===== config.mk =====
export PLATFORM = sky130hd
export DESIGN_NAME = psgWave
export DESIGN_NICKNAME = d
export VERILOG_FILES = /design/src/psgPkg.sv /design/src/psgBusArb.sv /design/src/psgBusIf.sv /design/src/psgMixer.sv /design/src/psgWave.sv /design/src/psgWaveChannel.sv
export SDC_FILE = /design/constraint.sdc
export NUM_CORES = 1
export LEC_CHECK = 0
export BUFFER_PORTS_ARGS = -buffer_cell sky130_fd_sc_hd__buf_2
export CAP_MARGIN = 20
export CORE_ASPECT_RATIO = 1.2
export CORE_MARGIN = 1
export CORE_UTILIZATION = 50
export CTS_BUF_LIST = sky130_fd_sc_hd__clkbuf_8
export DETAILED_ROUTE_END_ITERATION = 7
export PLACE_DENSITY = 0.68
export RECOVER_POWER = 50
export SLEW_MARGIN = 10
export SYNTH_ARGS = -nofsm -noshare
export SYNTH_HDL_FRONTEND = slang
export SYNTH_SLANG_ARGS = --single-unit

===== constraint.sdc =====
create_clock -name clk -period 22 [get_ports clk]
set_input_delay 4.4 -clock clk [delete_from_list [all_inputs] [get_ports clk]]
set_output_delay 4.4 -clock clk [all_outputs]
set_load 0.005 [all_outputs]

===== src/psgPkg.sv =====
package psgPkg;

	// ====================
	// data widths
	// ====================

	// one wave table entry, also the width of the system bus data
	typedef logic signed [11:0] sampleT;

	// mixed output frame
	typedef logic signed [15:0] mixT;

	// system bus word address
	typedef logic [15:0] addrT;

	// channel number, enough for eight channels
	typedef logic [2:0] chanIdT;

	// ====================
	// bus interface FSM
	// ====================

	// idle is the only state in which the arbiter may move the grant
	typedef enum logic [1:0] {
		busIdle,
		busWait,
		busDone
	} busStateT;

endpackage


===== src/psgBusArb.sv =====
`timescale 1ns/1ps

module psgBusArb #(
	parameter int NumChannels = 8
) (
	input logic clk,
	input logic rst,
	input logic ce,
	input logic busFree,
	input logic [NumChannels-1:0] req,
	output logic [NumChannels-1:0] sel,
	output psgPkg::chanIdT seln
);
	import psgPkg::*;

	logic [NumChannels-1:0] nextSel;
	chanIdT nextSeln;
	logic anyReq;

	// lowest numbered requester wins
	// scan from the top so the last hit is the lowest index
	always_comb begin
		nextSel = '0;
		nextSeln = '0;
		for (int i = NumChannels - 1; i >= 0; i--) begin
			if (req[i]) begin
				nextSel = '0;
				nextSel[i] = 1'b1;
				nextSeln = chanIdT'(i);
			end
		end
	end

	assign anyReq = |req;

	// ====================
	// grant register
	// ====================

	// nobody asking keeps the previous owner
	always_ff @(posedge clk) begin
		if (rst) begin
			sel <= '0;
			seln <= '0;
		end else if (ce && busFree && anyReq) begin
			sel <= nextSel;
			seln <= nextSeln;
		end
	end

	// at most one owner at a time
	assert property (@(posedge clk) disable iff (rst)
		$onehot0(sel));

	// the number and the one-hot vector name the same channel
	assert property (@(posedge clk) disable iff (rst)
		(sel != '0) |-> sel[seln]);

	// grant frozen while the bus is busy or the clock enable is low
	assert property (@(posedge clk) disable iff (rst)
		(!ce || !busFree) |=> ($stable(sel) && $stable(seln)));

endmodule


===== src/psgBusIf.sv =====
`timescale 1ns/1ps

module psgBusIf #(
	parameter int NumChannels = 8,
	parameter int TableLen = 16
) (
	input logic clk,
	input logic rst,
	input logic [NumChannels-1:0] req,
	input logic [NumChannels-1:0] sel,
	input psgPkg::chanIdT seln,
	input psgPkg::addrT [NumChannels-1:0] chanAddr,
	output logic busFree,
	output logic sysReq,
	output psgPkg::addrT sysAddr,
	input logic sysAck,
	input psgPkg::sampleT sysData,
	output logic fill,
	output psgPkg::sampleT fillData
);
	import psgPkg::*;

	busStateT state;
	logic [NumChannels-1:0] lowerMask;
	logic grantReq;
	logic lowerReq;
	logic startXfer;

	// all channels numbered below the current owner
	assign lowerMask = sel - NumChannels'(1);

	assign grantReq = |(req & sel);
	assign lowerReq = |(req & lowerMask);

	// start only when the owner is also the lowest requester
	// otherwise the arbiter is about to move the grant this edge
	assign startXfer = grantReq && !lowerReq;

	assign busFree = (state == busIdle);

	// ====================
	// transfer FSM
	// ====================

	always_ff @(posedge clk) begin
		if (rst) begin
			state <= busIdle;
			sysReq <= 1'b0;
			fill <= 1'b0;
		end else begin
			fill <= 1'b0;
			case (state)
				busIdle: begin
					if (startXfer) begin
						state <= busWait;
						sysReq <= 1'b1;
					end
				end
				busWait: begin
					// data is sampled in the ack cycle
					if (sysAck) begin
						state <= busDone;
						sysReq <= 1'b0;
						fill <= 1'b1;
					end
				end
				busDone: begin
					state <= busIdle;
				end
				default: begin
					state <= busIdle;
				end
			endcase
		end
	end

	// address latched at the start, data at the acknowledge
	always_ff @(posedge clk) begin
		if (state == busIdle && startXfer) begin
			sysAddr <= chanAddr[seln];
		end
		if (state == busWait && sysAck) begin
			fillData <= sysData;
		end
	end

	// address held until the memory answers
	assert property (@(posedge clk) disable iff (rst)
		(sysReq && !sysAck) |=> (sysReq && $stable(sysAddr)));

	// every read falls inside the table of the channel that owns the bus
	assert property (@(posedge clk) disable iff (rst)
		sysReq |-> (int'(sysAddr) / TableLen == int'(seln)));

endmodule


===== src/psgMixer.sv =====
`timescale 1ns/1ps

module psgMixer #(
	parameter int NumChannels = 8
) (
	input logic clk,
	input logic rst,
	input logic [NumChannels-1:0] enable,
	input logic [NumChannels-1:0] sampleValid,
	input psgPkg::sampleT [NumChannels-1:0] samples,
	output logic [NumChannels-1:0] take,
	output logic outValid,
	output psgPkg::mixT outData,
	input logic outReady
);
	import psgPkg::*;

	// headroom for eight channels plus sign
	localparam int AccW = $bits(mixT) + 4;
	localparam int MixMax = 2 ** ($bits(mixT) - 1) - 1;
	localparam int MixMin = -(2 ** ($bits(mixT) - 1));

	logic signed [AccW-1:0] acc;
	mixT mixSat;
	logic allValid;
	logic canLoad;
	logic building;

	// disabled channels count as ready
	assign allValid = &(sampleValid | ~enable);
	assign canLoad = !outValid || outReady;
	assign building = |take;

	// ====================
	// frame sum
	// ====================

	// the take mask picks the channels that belong to this frame
	always_comb begin
		acc = '0;
		for (int c = 0; c < NumChannels; c++) begin
			if (take[c]) begin
				acc = acc + AccW'(signed'(samples[c]));
			end
		end
	end

	// clamp to the output range
	assign mixSat = (acc > MixMax) ? mixT'(MixMax) :
		(acc < MixMin) ? mixT'(MixMin) : mixT'(acc);

	always_ff @(posedge clk) begin
		if (rst) begin
			take <= '0;
		end else if (!building && allValid && canLoad && (|enable)) begin
			take <= enable;
		end else begin
			take <= '0;
		end
	end

	// output register
	always_ff @(posedge clk) begin
		if (rst) begin
			outValid <= 1'b0;
		end else if (building) begin
			outValid <= 1'b1;
		end else if (outReady) begin
			outValid <= 1'b0;
		end
	end

	always_ff @(posedge clk) begin
		if (building) begin
			outData <= mixSat;
		end
	end

	// a stalled frame is neither dropped nor changed
	assert property (@(posedge clk) disable iff (rst)
		(outValid && !outReady) |=> (outValid && $stable(outData)));

endmodule


===== src/psgWave.sv =====
`timescale 1ns/1ps

module psgWave #(
	parameter int NumChannels = 8,
	parameter int TableLen = 16
) (
	input logic clk,
	input logic rst,
	input logic ce,
	input logic [NumChannels-1:0] enable,
	output logic sysReq,
	output psgPkg::addrT sysAddr,
	input logic sysAck,
	input psgPkg::sampleT sysData,
	output logic outValid,
	output psgPkg::mixT outData,
	input logic outReady
);
	import psgPkg::*;

	logic [NumChannels-1:0] req;
	logic [NumChannels-1:0] sel;
	chanIdT seln;
	logic busFree;
	logic fill;
	sampleT fillData;
	addrT [NumChannels-1:0] chanAddr;
	logic [NumChannels-1:0] sampleValid;
	sampleT [NumChannels-1:0] samples;
	logic [NumChannels-1:0] take;

	// ====================
	// bus side
	// ====================

	psgBusArb #(
		.NumChannels(NumChannels)
	) busArb (
		.clk,
		.rst,
		.ce,
		.busFree,
		.req,
		.sel,
		.seln
	);

	psgBusIf #(
		.NumChannels(NumChannels),
		.TableLen(TableLen)
	) busIf (
		.clk,
		.rst,
		.req,
		.sel,
		.seln,
		.chanAddr,
		.busFree,
		.sysReq,
		.sysAddr,
		.sysAck,
		.sysData,
		.fill,
		.fillData
	);

	// one fetch sequencer per channel
	for (genvar c = 0; c < NumChannels; c++) begin : gChan
		psgWaveChannel #(
			.TableLen(TableLen),
			.ChannelId(c)
		) chan (
			.clk,
			.rst,
			.enable(enable[c]),
			.sel(sel[c]),
			.fill,
			.fillData,
			.take(take[c]),
			.req(req[c]),
			.addr(chanAddr[c]),
			.sampleValid(sampleValid[c]),
			.sample(samples[c])
		);
	end

	psgMixer #(
		.NumChannels(NumChannels)
	) mixer (
		.clk,
		.rst,
		.enable,
		.sampleValid,
		.samples,
		.take,
		.outValid,
		.outData,
		.outReady
	);

endmodule


===== src/psgWaveChannel.sv =====
`timescale 1ns/1ps

module psgWaveChannel #(
	parameter int TableLen = 16,
	parameter int ChannelId = 0
) (
	input logic clk,
	input logic rst,
	input logic enable,
	input logic sel,
	input logic fill,
	input psgPkg::sampleT fillData,
	input logic take,
	output logic req,
	output psgPkg::addrT addr,
	output logic sampleValid,
	output psgPkg::sampleT sample
);
	import psgPkg::*;

	localparam int IdxW = (TableLen > 1) ? $clog2(TableLen) : 1;

	// start of this channel's region in wave memory
	localparam addrT BaseAddr = addrT'(ChannelId * TableLen);

	logic [IdxW-1:0] index;
	logic accept;

	// only the granted channel takes the returned word
	assign accept = fill && sel;

	// one sample ahead, so ask only while the buffer is empty
	assign req = enable && !sampleValid;

	assign addr = BaseAddr + addrT'(index);

	// ====================
	// buffer and index
	// ====================

	always_ff @(posedge clk) begin
		if (rst) begin
			sampleValid <= 1'b0;
			index <= '0;
		end else if (accept) begin
			sampleValid <= 1'b1;
			// wrap at the end of the table
			if (index == IdxW'(TableLen - 1)) begin
				index <= '0;
			end else begin
				index <= index + IdxW'(1);
			end
		end else if (take) begin
			sampleValid <= 1'b0;
		end
	end

	always_ff @(posedge clk) begin
		if (accept) begin
			sample <= fillData;
		end
	end

	// the bus interface must never deliver into a full buffer
	assert property (@(posedge clk) disable iff (rst)
		(fill && sel) |-> !sampleValid);

endmodule


== Yosys cells after proc, flatten, opt, wreduce, memory -nomap -nowiden ==
Cells that the tools add are included.

* Bits in registers: 204
* Input port bits: 25
* Output and inout port bits: 34
* Word-level logic and storage cells: 194

* $add $sub $neg: 23
* Magnitude comparators: 3
* Eq/ne operators: 11
* Muxes and demuxes: 60
* Bitwise logic cells: 6
* Reductions and logical operators: 57

{| class="wikitable"
|+ Operator list
! cell !! count
|-
| 20-bit two-way mux || 8
|-
| 20-bit by 12-bit adder with 20-bit output || 7
|-
| 8-bit two-way mux || 8
|-
| 16-bit binary-select mux with 3-bit select || 1
|-
| 8-bit OR reduction || 5
|-
| 4-bit by 1-bit adder with 4-bit output, second input constant || 8
|-
| 7-bit by 4-bit adder with 8-bit output, first input constant || 4
|-
| 4-bit == test, second input constant || 8
|-
| 16-bit two-way mux || 2
|-
| 4-bit two-way mux || 8
|-
| 1-bit logical AND || 24
|-
| 3-bit two-way mux || 8
|-
| 1-bit two-way mux || 21
|-
| 20-bit by 16-bit greater-than comparator with 1-bit output, second input constant || 1
|-
| 20-bit by 16-bit < comparator with 1-bit output, second input constant || 1
|-
| 2-bit nonzero test || 10
|-
| 8-bit bitwise AND || 2
|-
| 6-bit by 4-bit adder with 7-bit output, first input constant || 2
|-
| 1-bit zero test || 11
|-
| 8-bit NOT || 1
|-
| 8-bit OR || 1
|-
| 8-bit AND reduction || 1
|-
| 8-bit by 1-bit subtractor with 8-bit output, second input constant || 1
|-
| 5-bit by 4-bit adder with 6-bit output, first input constant || 1
|-
| 13 further kinds || 16
|}

== Depth between registers and ports, before layout ==
* Depth after elaboration: 17
* Depth in mapped cells: 65
* Depth with buffers taken out: 63

== By module ==
A second synthesis with hierarchy kept.

* Cell total of the unflattened synthesis: 1819
* Area total of the unflattened synthesis: 17093.9 µm²

{| class="wikitable"
|+ By module, submodules not included
! module !! instances !! cells an instance !! area each (µm²) !! sequential area each (µm²)
|-
| psgMixer || 1 || 1216 || 9056.2 || 660.6
|-
| psgWaveChannel (gChan[1].chan ...) || 7 || 52 || 675.6 || 460.4
|-
| psgBusIf || 1 || 127 || 2132.0 || 920.9
|-
| psgWaveChannel (gChan[0].chan) || 1 || 51 || 671.9 || 460.4
|-
| psgBusArb || 1 || 61 || 504.2 || 220.2
|}

== Worst setup path before layout ==
Ideal clock, no wire load.

* Kind: register -> register
* Start point: register mixer.take[0]
* End point: register mixer.outData[7], data pin
* Library setup time: 260 ps
* Data arrival time: 11773 ps
* Required time: 21740 ps
* Setup slack: 9967 ps
* Cell stages (with the launch flop): 63
* Path buffers: 2
* Clock period less this slack: 12033 ps
* Cells stage by stage: dfxtp_1 > buf_2 > and2_1 > ha_1 > fa_1 > maj3_1 > a22oi_1 > xor2_1 > nor2_1 > a21oi_1 > inv_1 > ha_1 > o211a_1 > o31ai_1 > nand2_1 > a21o_1 > a21oi_1 > xnor2_1 > [27 not listed] > or3_1 > or3_1 > a31oi_1 > xor2_1 > nor2_1 > a211oi_1 > inv_1 > ha_1 > a21o_1 > a21o_1 > a21oi_1 > o21ai_0 > mux2i_1 > xnor3_1 > xnor3_2 > a31oi_4 > buf_6 > o21ai_2

* Word-level cells in the longest chain between the ends: 17
* Elaborated cells between the ends (all ways): 18
* Those cells by class: add/sub: 7; order compare: 2; mux: 9

{| class="wikitable"
|+ RTL lines
! element !! RTL line !! source
|-
| from (decl) || psgMixer.sv:11 || <nowiki>output logic [NumChannels-1:0] take,</nowiki>
|-
| from (signal assigned) || psgMixer.sv:56 || <nowiki>take <= enable;</nowiki>
|-
| 20-bit two-way mux (*) || psgMixer.sv:42 || <nowiki>if (take[c]) begin</nowiki>
|-
| 20-bit by 12-bit adder with 20-bit output || psgMixer.sv:43 || <nowiki>acc = acc + AccW'(signed'(samples[c]));</nowiki>
|-
| 20-bit two-way mux (*) || psgMixer.sv:42 ||
|-
| 20-bit by 12-bit adder with 20-bit output || psgMixer.sv:43 ||
|-
| 20-bit two-way mux (*) || psgMixer.sv:42 ||
|-
| 20-bit by 12-bit adder with 20-bit output || psgMixer.sv:43 ||
|-
| 20-bit two-way mux (*) || psgMixer.sv:42 ||
|-
| 20-bit by 12-bit adder with 20-bit output || psgMixer.sv:43 ||
|-
| 20-bit two-way mux (*) || psgMixer.sv:42 ||
|-
| 20-bit by 12-bit adder with 20-bit output || psgMixer.sv:43 ||
|-
| 20-bit two-way mux (*) || psgMixer.sv:42 ||
|-
| 20-bit by 12-bit adder with 20-bit output || psgMixer.sv:43 ||
|-
| 20-bit two-way mux (*) || psgMixer.sv:42 ||
|-
| 20-bit by 12-bit adder with 20-bit output || psgMixer.sv:43 ||
|-
| 20-bit two-way mux (*) || psgMixer.sv:42 ||
|-
| 20-bit by 16-bit < comparator with 1-bit output || psgMixer.sv:50 || <nowiki>(acc < MixMin) ? mixT'(MixMin) : mixT'(acc);</nowiki>
|-
| 16-bit two-way mux || psgMixer.sv:50 ||
|-
| to (signal assigned) || psgMixer.sv:75 || <nowiki>outData <= mixSat;</nowiki>
|-
| to (decl) || psgMixer.sv:13 || <nowiki>output psgPkg::mixT outData,</nowiki>
|}

Every way passes the cells marked *; elsewhere a longest branch is shown, timed or not.
A chain may end at the register's enable or synchronous reset.

== Worst setup path in the final report ==
* Start point: register mixer.take[0]
* End point: register mixer.outData[0], data pin

Same word-level chain as after synthesis.

==> impl_table.tex <==
\begin{tabular}{lr}
\hline
Metric & Value \\
\hline
\multicolumn{2}{l}{\textbf{Run status}} \\
Result of the run & finished, final reports clean \\
\multicolumn{2}{l}{\textbf{Power and ir drop}} \\
Max rail drop VDD & around 0.000045 V \\
Cell internal power dissipation & 0.510 mW \\
Leakage & 6.77 nW \\
Areal power density over the cells & 39.8 nW/um\^{}2 \\
Share of total power in sequential cells & between 50\% and 60\% \\
Combinational power share & 3.1\% \\
Net switching fraction of the power & between 20\% and 30\% \\
Net Switching & $\sim$0.14 mW \\
Clock network power share & 37.1\% \\
\multicolumn{2}{l}{\textbf{Timing}} \\
Final min period & 13950 ps \\
Final hold violation count & 0 \\
Portion of the clock cycle consumed by the worst path in the final layout & 63.4\% \\
FMAX & 71.7 MHz \\
Headroom to the max-slew limit & between 20\% and 30\% \\
PnR worst setup slack & 8050 ps \\
Sum Neg Setup Slack & 0 ps \\
Smallest hold slack & 465 ps \\
Count of final setup violators & 0 \\
Setup repair after global routing missed its margin & false \\
Worst clock skew on the final layout & 20.3 ps \\
Worst-Margin Slew & 1100 ps \\
Max-slew violation count & 0 \\
\multicolumn{2}{l}{\textbf{Synthesis}} \\
Post-Synthesis Mean Instance Area & 9.11 sq um \\
Count of different cell masters after synthesis & 94 \\
Number of synthesized flops with an enable pin & 131 \\
Flip-flop and latch count after synthesis & between 150 and 200 \\
Share of Yosys cell area claimed by the top area cell type & 25.6\% \\
Number of cells produced by synthesis & 1685 \\
Area contributors post-synth & sky130\_fd\_sc\_hd\_\_edfxtp\_1, sky130\_fd\_sc\_hd\_\_ha\_1, sky130\_fd\_sc\_hd\_\_dfxtp\_1 \\
Commonest cells in the netlist & sky130\_fd\_sc\_hd\_\_nand2\_1, sky130\_fd\_sc\_hd\_\_a21oi\_1, sky130\_fd\_sc\_hd\_\_ha\_1 \\
Cell Area, Synth & roughly 15000 sq um \\
Synth area leader & sky130\_fd\_sc\_hd\_\_edfxtp\_1 \\
Most frequent cell after synthesis & sky130\_fd\_sc\_hd\_\_nand2\_1 \\
Register area share after synthesis & 34.0\% \\
Fraction of synthesis flops using an asynchronous set or reset pin & 0\% \\
Yosys Warn Count & 0 \\
Primary flip-flop cell chosen by synthesis mapping & sky130\_fd\_sc\_hd\_\_edfxtp\_1 \\
\multicolumn{2}{l}{\textbf{Global route}} \\
First-pass GRT wire length & 60000 um \\
Pin count of the biggest net entering global routing & 58 \\
Initial antenna violation count & 0 \\
Total track usage & 23.9\% \\
Leftover overflow at the end of global routing & 0 \\
Number of global-route vias before repair & 12308 \\
\multicolumn{2}{l}{\textbf{Floorplan}} \\
Overall die area & 31400 sq um \\
Overall die width & $\sim$160 um \\
Core ar. & 29900 sq um \\
Number of placement rows & 69 \\
Die outline height & 194 um \\
Boundary Pins & about 60 \\
Initial core utilization & 51.4\% \\
\multicolumn{2}{l}{\textbf{Routing}} \\
Wire length after detailed routing & 36700 um \\
Drt via density & 5.98 \\
Via count & 12675 \\
Count of TritonRoute iterations in the first routing pass & 5 \\
DRC violation total after the first TritonRoute iteration & between 700 and 800 \\
Detail-routed net length per standard cell & between 15 and 20 um \\
Post-route ant nets & 0 \\
Number of remaining DRC errors & 0 \\
\multicolumn{2}{l}{\textbf{Finish}} \\
Diodes inserted & 0 \\
Final-stage net count & 1890 \\
Fraction of final layout cells with drive strength greater than 1 & 10.2\% \\
Synthesis-to-layout area growth & 6.53\% \\
\multicolumn{2}{l}{\textbf{Clock network}} \\
Number of H-tree branching levels & 4 \\
Post-CTS Setup Inserts & 0 \\
CTS tree & built \\
Register clock-pin slew on the reported worst setup and hold paths & 100 ps \\
CTS root buf & sky130\_fd\_sc\_hd\_\_clkbuf\_8 \\
Skew-Pair Late Insertion Delay & 490 ps \\
\# hold bufs at CTS & 0 \\
Number of buffers on the longest clock path & 2 \\
Resize count post-CTS & 0 \\
Clock buffers created by TritonCTS & 17 \\
CTS sink cnt & slightly below 200 \\
\multicolumn{2}{l}{\textbf{Job}} \\
\# Max-Cap Violations & 0 \\
\multicolumn{2}{l}{\textbf{Setup path}} \\
Highest cell delay on the worst timing path & 550 ps \\
Required time of the worst setup path & roughly 22000 ps \\
Register-to-Register Path Depth & 61 \\
Critical Path Source Type & flip-flop \\
Classification of the worst setup path & flip-flop to flip-flop \\
Largest fanout of any net on the critical path & 20 \\
Endpoint of the worst setup timing path & mixer.outData[0] \\
Minimum setup slack among reg-to-reg paths & 8050 ps \\
Master of the slowest instance on the critical path & sky130\_fd\_sc\_hd\_\_a221oi\_1 \\
CP most frequent cell & sky130\_fd\_sc\_hd\_\_ha\_1 \\
FF-to-FF End & mixer.outData[0] \\
Source of the critical timing path & mixer.take[0] \\
Kind of end point of the critical path & flip-flop \\
Reg2Reg Launch Point & mixer.take[0] \\
Arrival time worst endpoint & 14150 ps \\
\multicolumn{2}{l}{\textbf{Hold path}} \\
Class of the most critical hold timing path & flip-flop to flip-flop \\
\multicolumn{2}{l}{\textbf{Placement}} \\
Last weighted congestion value of the routability-driven placer & 0.912 \\
DP Worst Slack & 8100 ps \\
Buffers added on ports & $\sim$50 \\
Placed wire-length estimate & roughly 29000 um \\
\hline
\end{tabular}
routing by layer:
layer	up-vias	global-route usage, %	share of wire (%)
met5	-	0	0
met4	0	9.78	3.2
met3	67	2.44	2.6
met2	236	43.6	51
met1	6010	28.2	43
li1	6362	-	-
cells in the final DEF (no fill, tap or decap), types with 10 or more instances in the layout:
master and count:
sky130_fd_sc_hd__o21ai_2 10, sky130_fd_sc_hd__a311oi_1 10, sky130_fd_sc_hd__clkbuf_8 18, sky130_fd_sc_hd__and2_1 21
sky130_fd_sc_hd__xor2_1 39, sky130_fd_sc_hd__ha_1 139, sky130_fd_sc_hd__dfxtp_1 64, sky130_fd_sc_hd__mux2i_1 18
sky130_fd_sc_hd__nand2b_1 29, sky130_fd_sc_hd__a21oi_1 158, sky130_fd_sc_hd__buf_2 49, sky130_fd_sc_hd__nor3_1 36
sky130_fd_sc_hd__inv_1 77, sky130_fd_sc_hd__nand3_1 24, sky130_fd_sc_hd__a211oi_1 30, sky130_fd_sc_hd__nor2b_1 25
sky130_fd_sc_hd__mux2_2 36, sky130_fd_sc_hd__nor4_1 10, sky130_fd_sc_hd__o31ai_1 11, sky130_fd_sc_hd__a31oi_1 22
sky130_fd_sc_hd__xnor2_1 58, sky130_fd_sc_hd__nor2_1 117, sky130_fd_sc_hd__edfxtp_1 131, sky130_fd_sc_hd__o21a_1 26
sky130_fd_sc_hd__or3_1 21, sky130_fd_sc_hd__nand2_1 174, sky130_fd_sc_hd__a21o_1 37, sky130_fd_sc_hd__nand4_1 16
sky130_fd_sc_hd__o211ai_1 12, sky130_fd_sc_hd__o21ai_0 99
cells by family after synthesis:
| logic type | share of synthesized area (%) |
|---|---|
| AND/OR/NAND/NOR | 16.7 |
| adder cells (fa/ha/maj) | 12.4 |
| other | 0.0244 |
| XOR/XNOR | 5.83 |
| buffers and inverters | 3.49 |
| flip-flops | 34.0 |
| multiplexers | 4.99 |
| AO/OA/AOI/OAI | 22.6 |
worst min-delay path by stage:
stage,start,cells past startpoint,to
CTS,gChan[4].chan.sampleValid,2,gChan[4].chan.sampleValid
floorplan,busArb.seln[0],0,busIf.sysAddr[4]
global placement,gChan[4].chan.sampleValid,2,gChan[4].chan.sampleValid
finish,gChan[4].chan.sampleValid,2,gChan[4].chan.sampleValid
global route,gChan[4].chan.sampleValid,2,gChan[4].chan.sampleValid
detailed placement,gChan[4].chan.sampleValid,2,gChan[4].chan.sampleValid
critical path, delay by kind of cell, from the launching register on:
kind                       cells  cell delay (ps)
xor gates and xnor gates       7             1410
muxes                          3              750
and+or+nand+nor               12             2120
DFF                            1              520
buffers and inverters          4              320
AOI/OAI and AO/OA             26             5340
adders and majority gates      9             3220
through the flow:
stage                     instances  power [mW]  cell area (sq um)  util, %
after detailed placement       2089       0.418              15900     53.4
after floorplan                1693       0.412              15400        -
after global placement         2089       0.417              15900     53.4
final                          2121       0.652              16400     54.8
after global routing           2121       0.671              16400     54.8
after CTS                      2120       0.657              16300     54.7
power by group through the flow:
| stage | clock (mW) | sequential [mW] | combinational (mW) |
|---|---|---|---|
| floorplan | 0 | 0.396 | 0.0159 |
| global placement | 0 | 0.398 | 0.0198 |
| detailed placement | 0 | 0.398 | 0.0201 |
| CTS | 0.248 | 0.389 | 0.0202 |
| global route | 0.259 | 0.389 | 0.0226 |
| finish | 0.242 | 0.389 | 0.0203 |
layout make-up:
| type | instances | area, sq um |
|---|---|---|
| clock inverters | 13 | 156 |
| inverters | 77 | 289 |
| clock buffers | 18 | 248 |
| flip-flops and latches | 195 | 5220 |
| multi-input cells | 1369 | 9640 |
| repair buffers | 59 | 328 |
| fillers | 2823 | 13500 |
| well taps | 390 | 488 |
registers in the layout (all words and copies together), names as in the netlist:
register,cells
mixer.outData,16
busArb.seln,3
busIf.state,2
busIf.fillData,12
gChan.chan.index,32
gChan.chan.sampleValid,8
mixer.take,8
busArb.sel,8
busIf.fill,1
mixer.outValid,1
busIf.sysAddr,7
gChan.chan.sample,96
busIf.sysReq,1
Power figures use the tool's default switching activity.
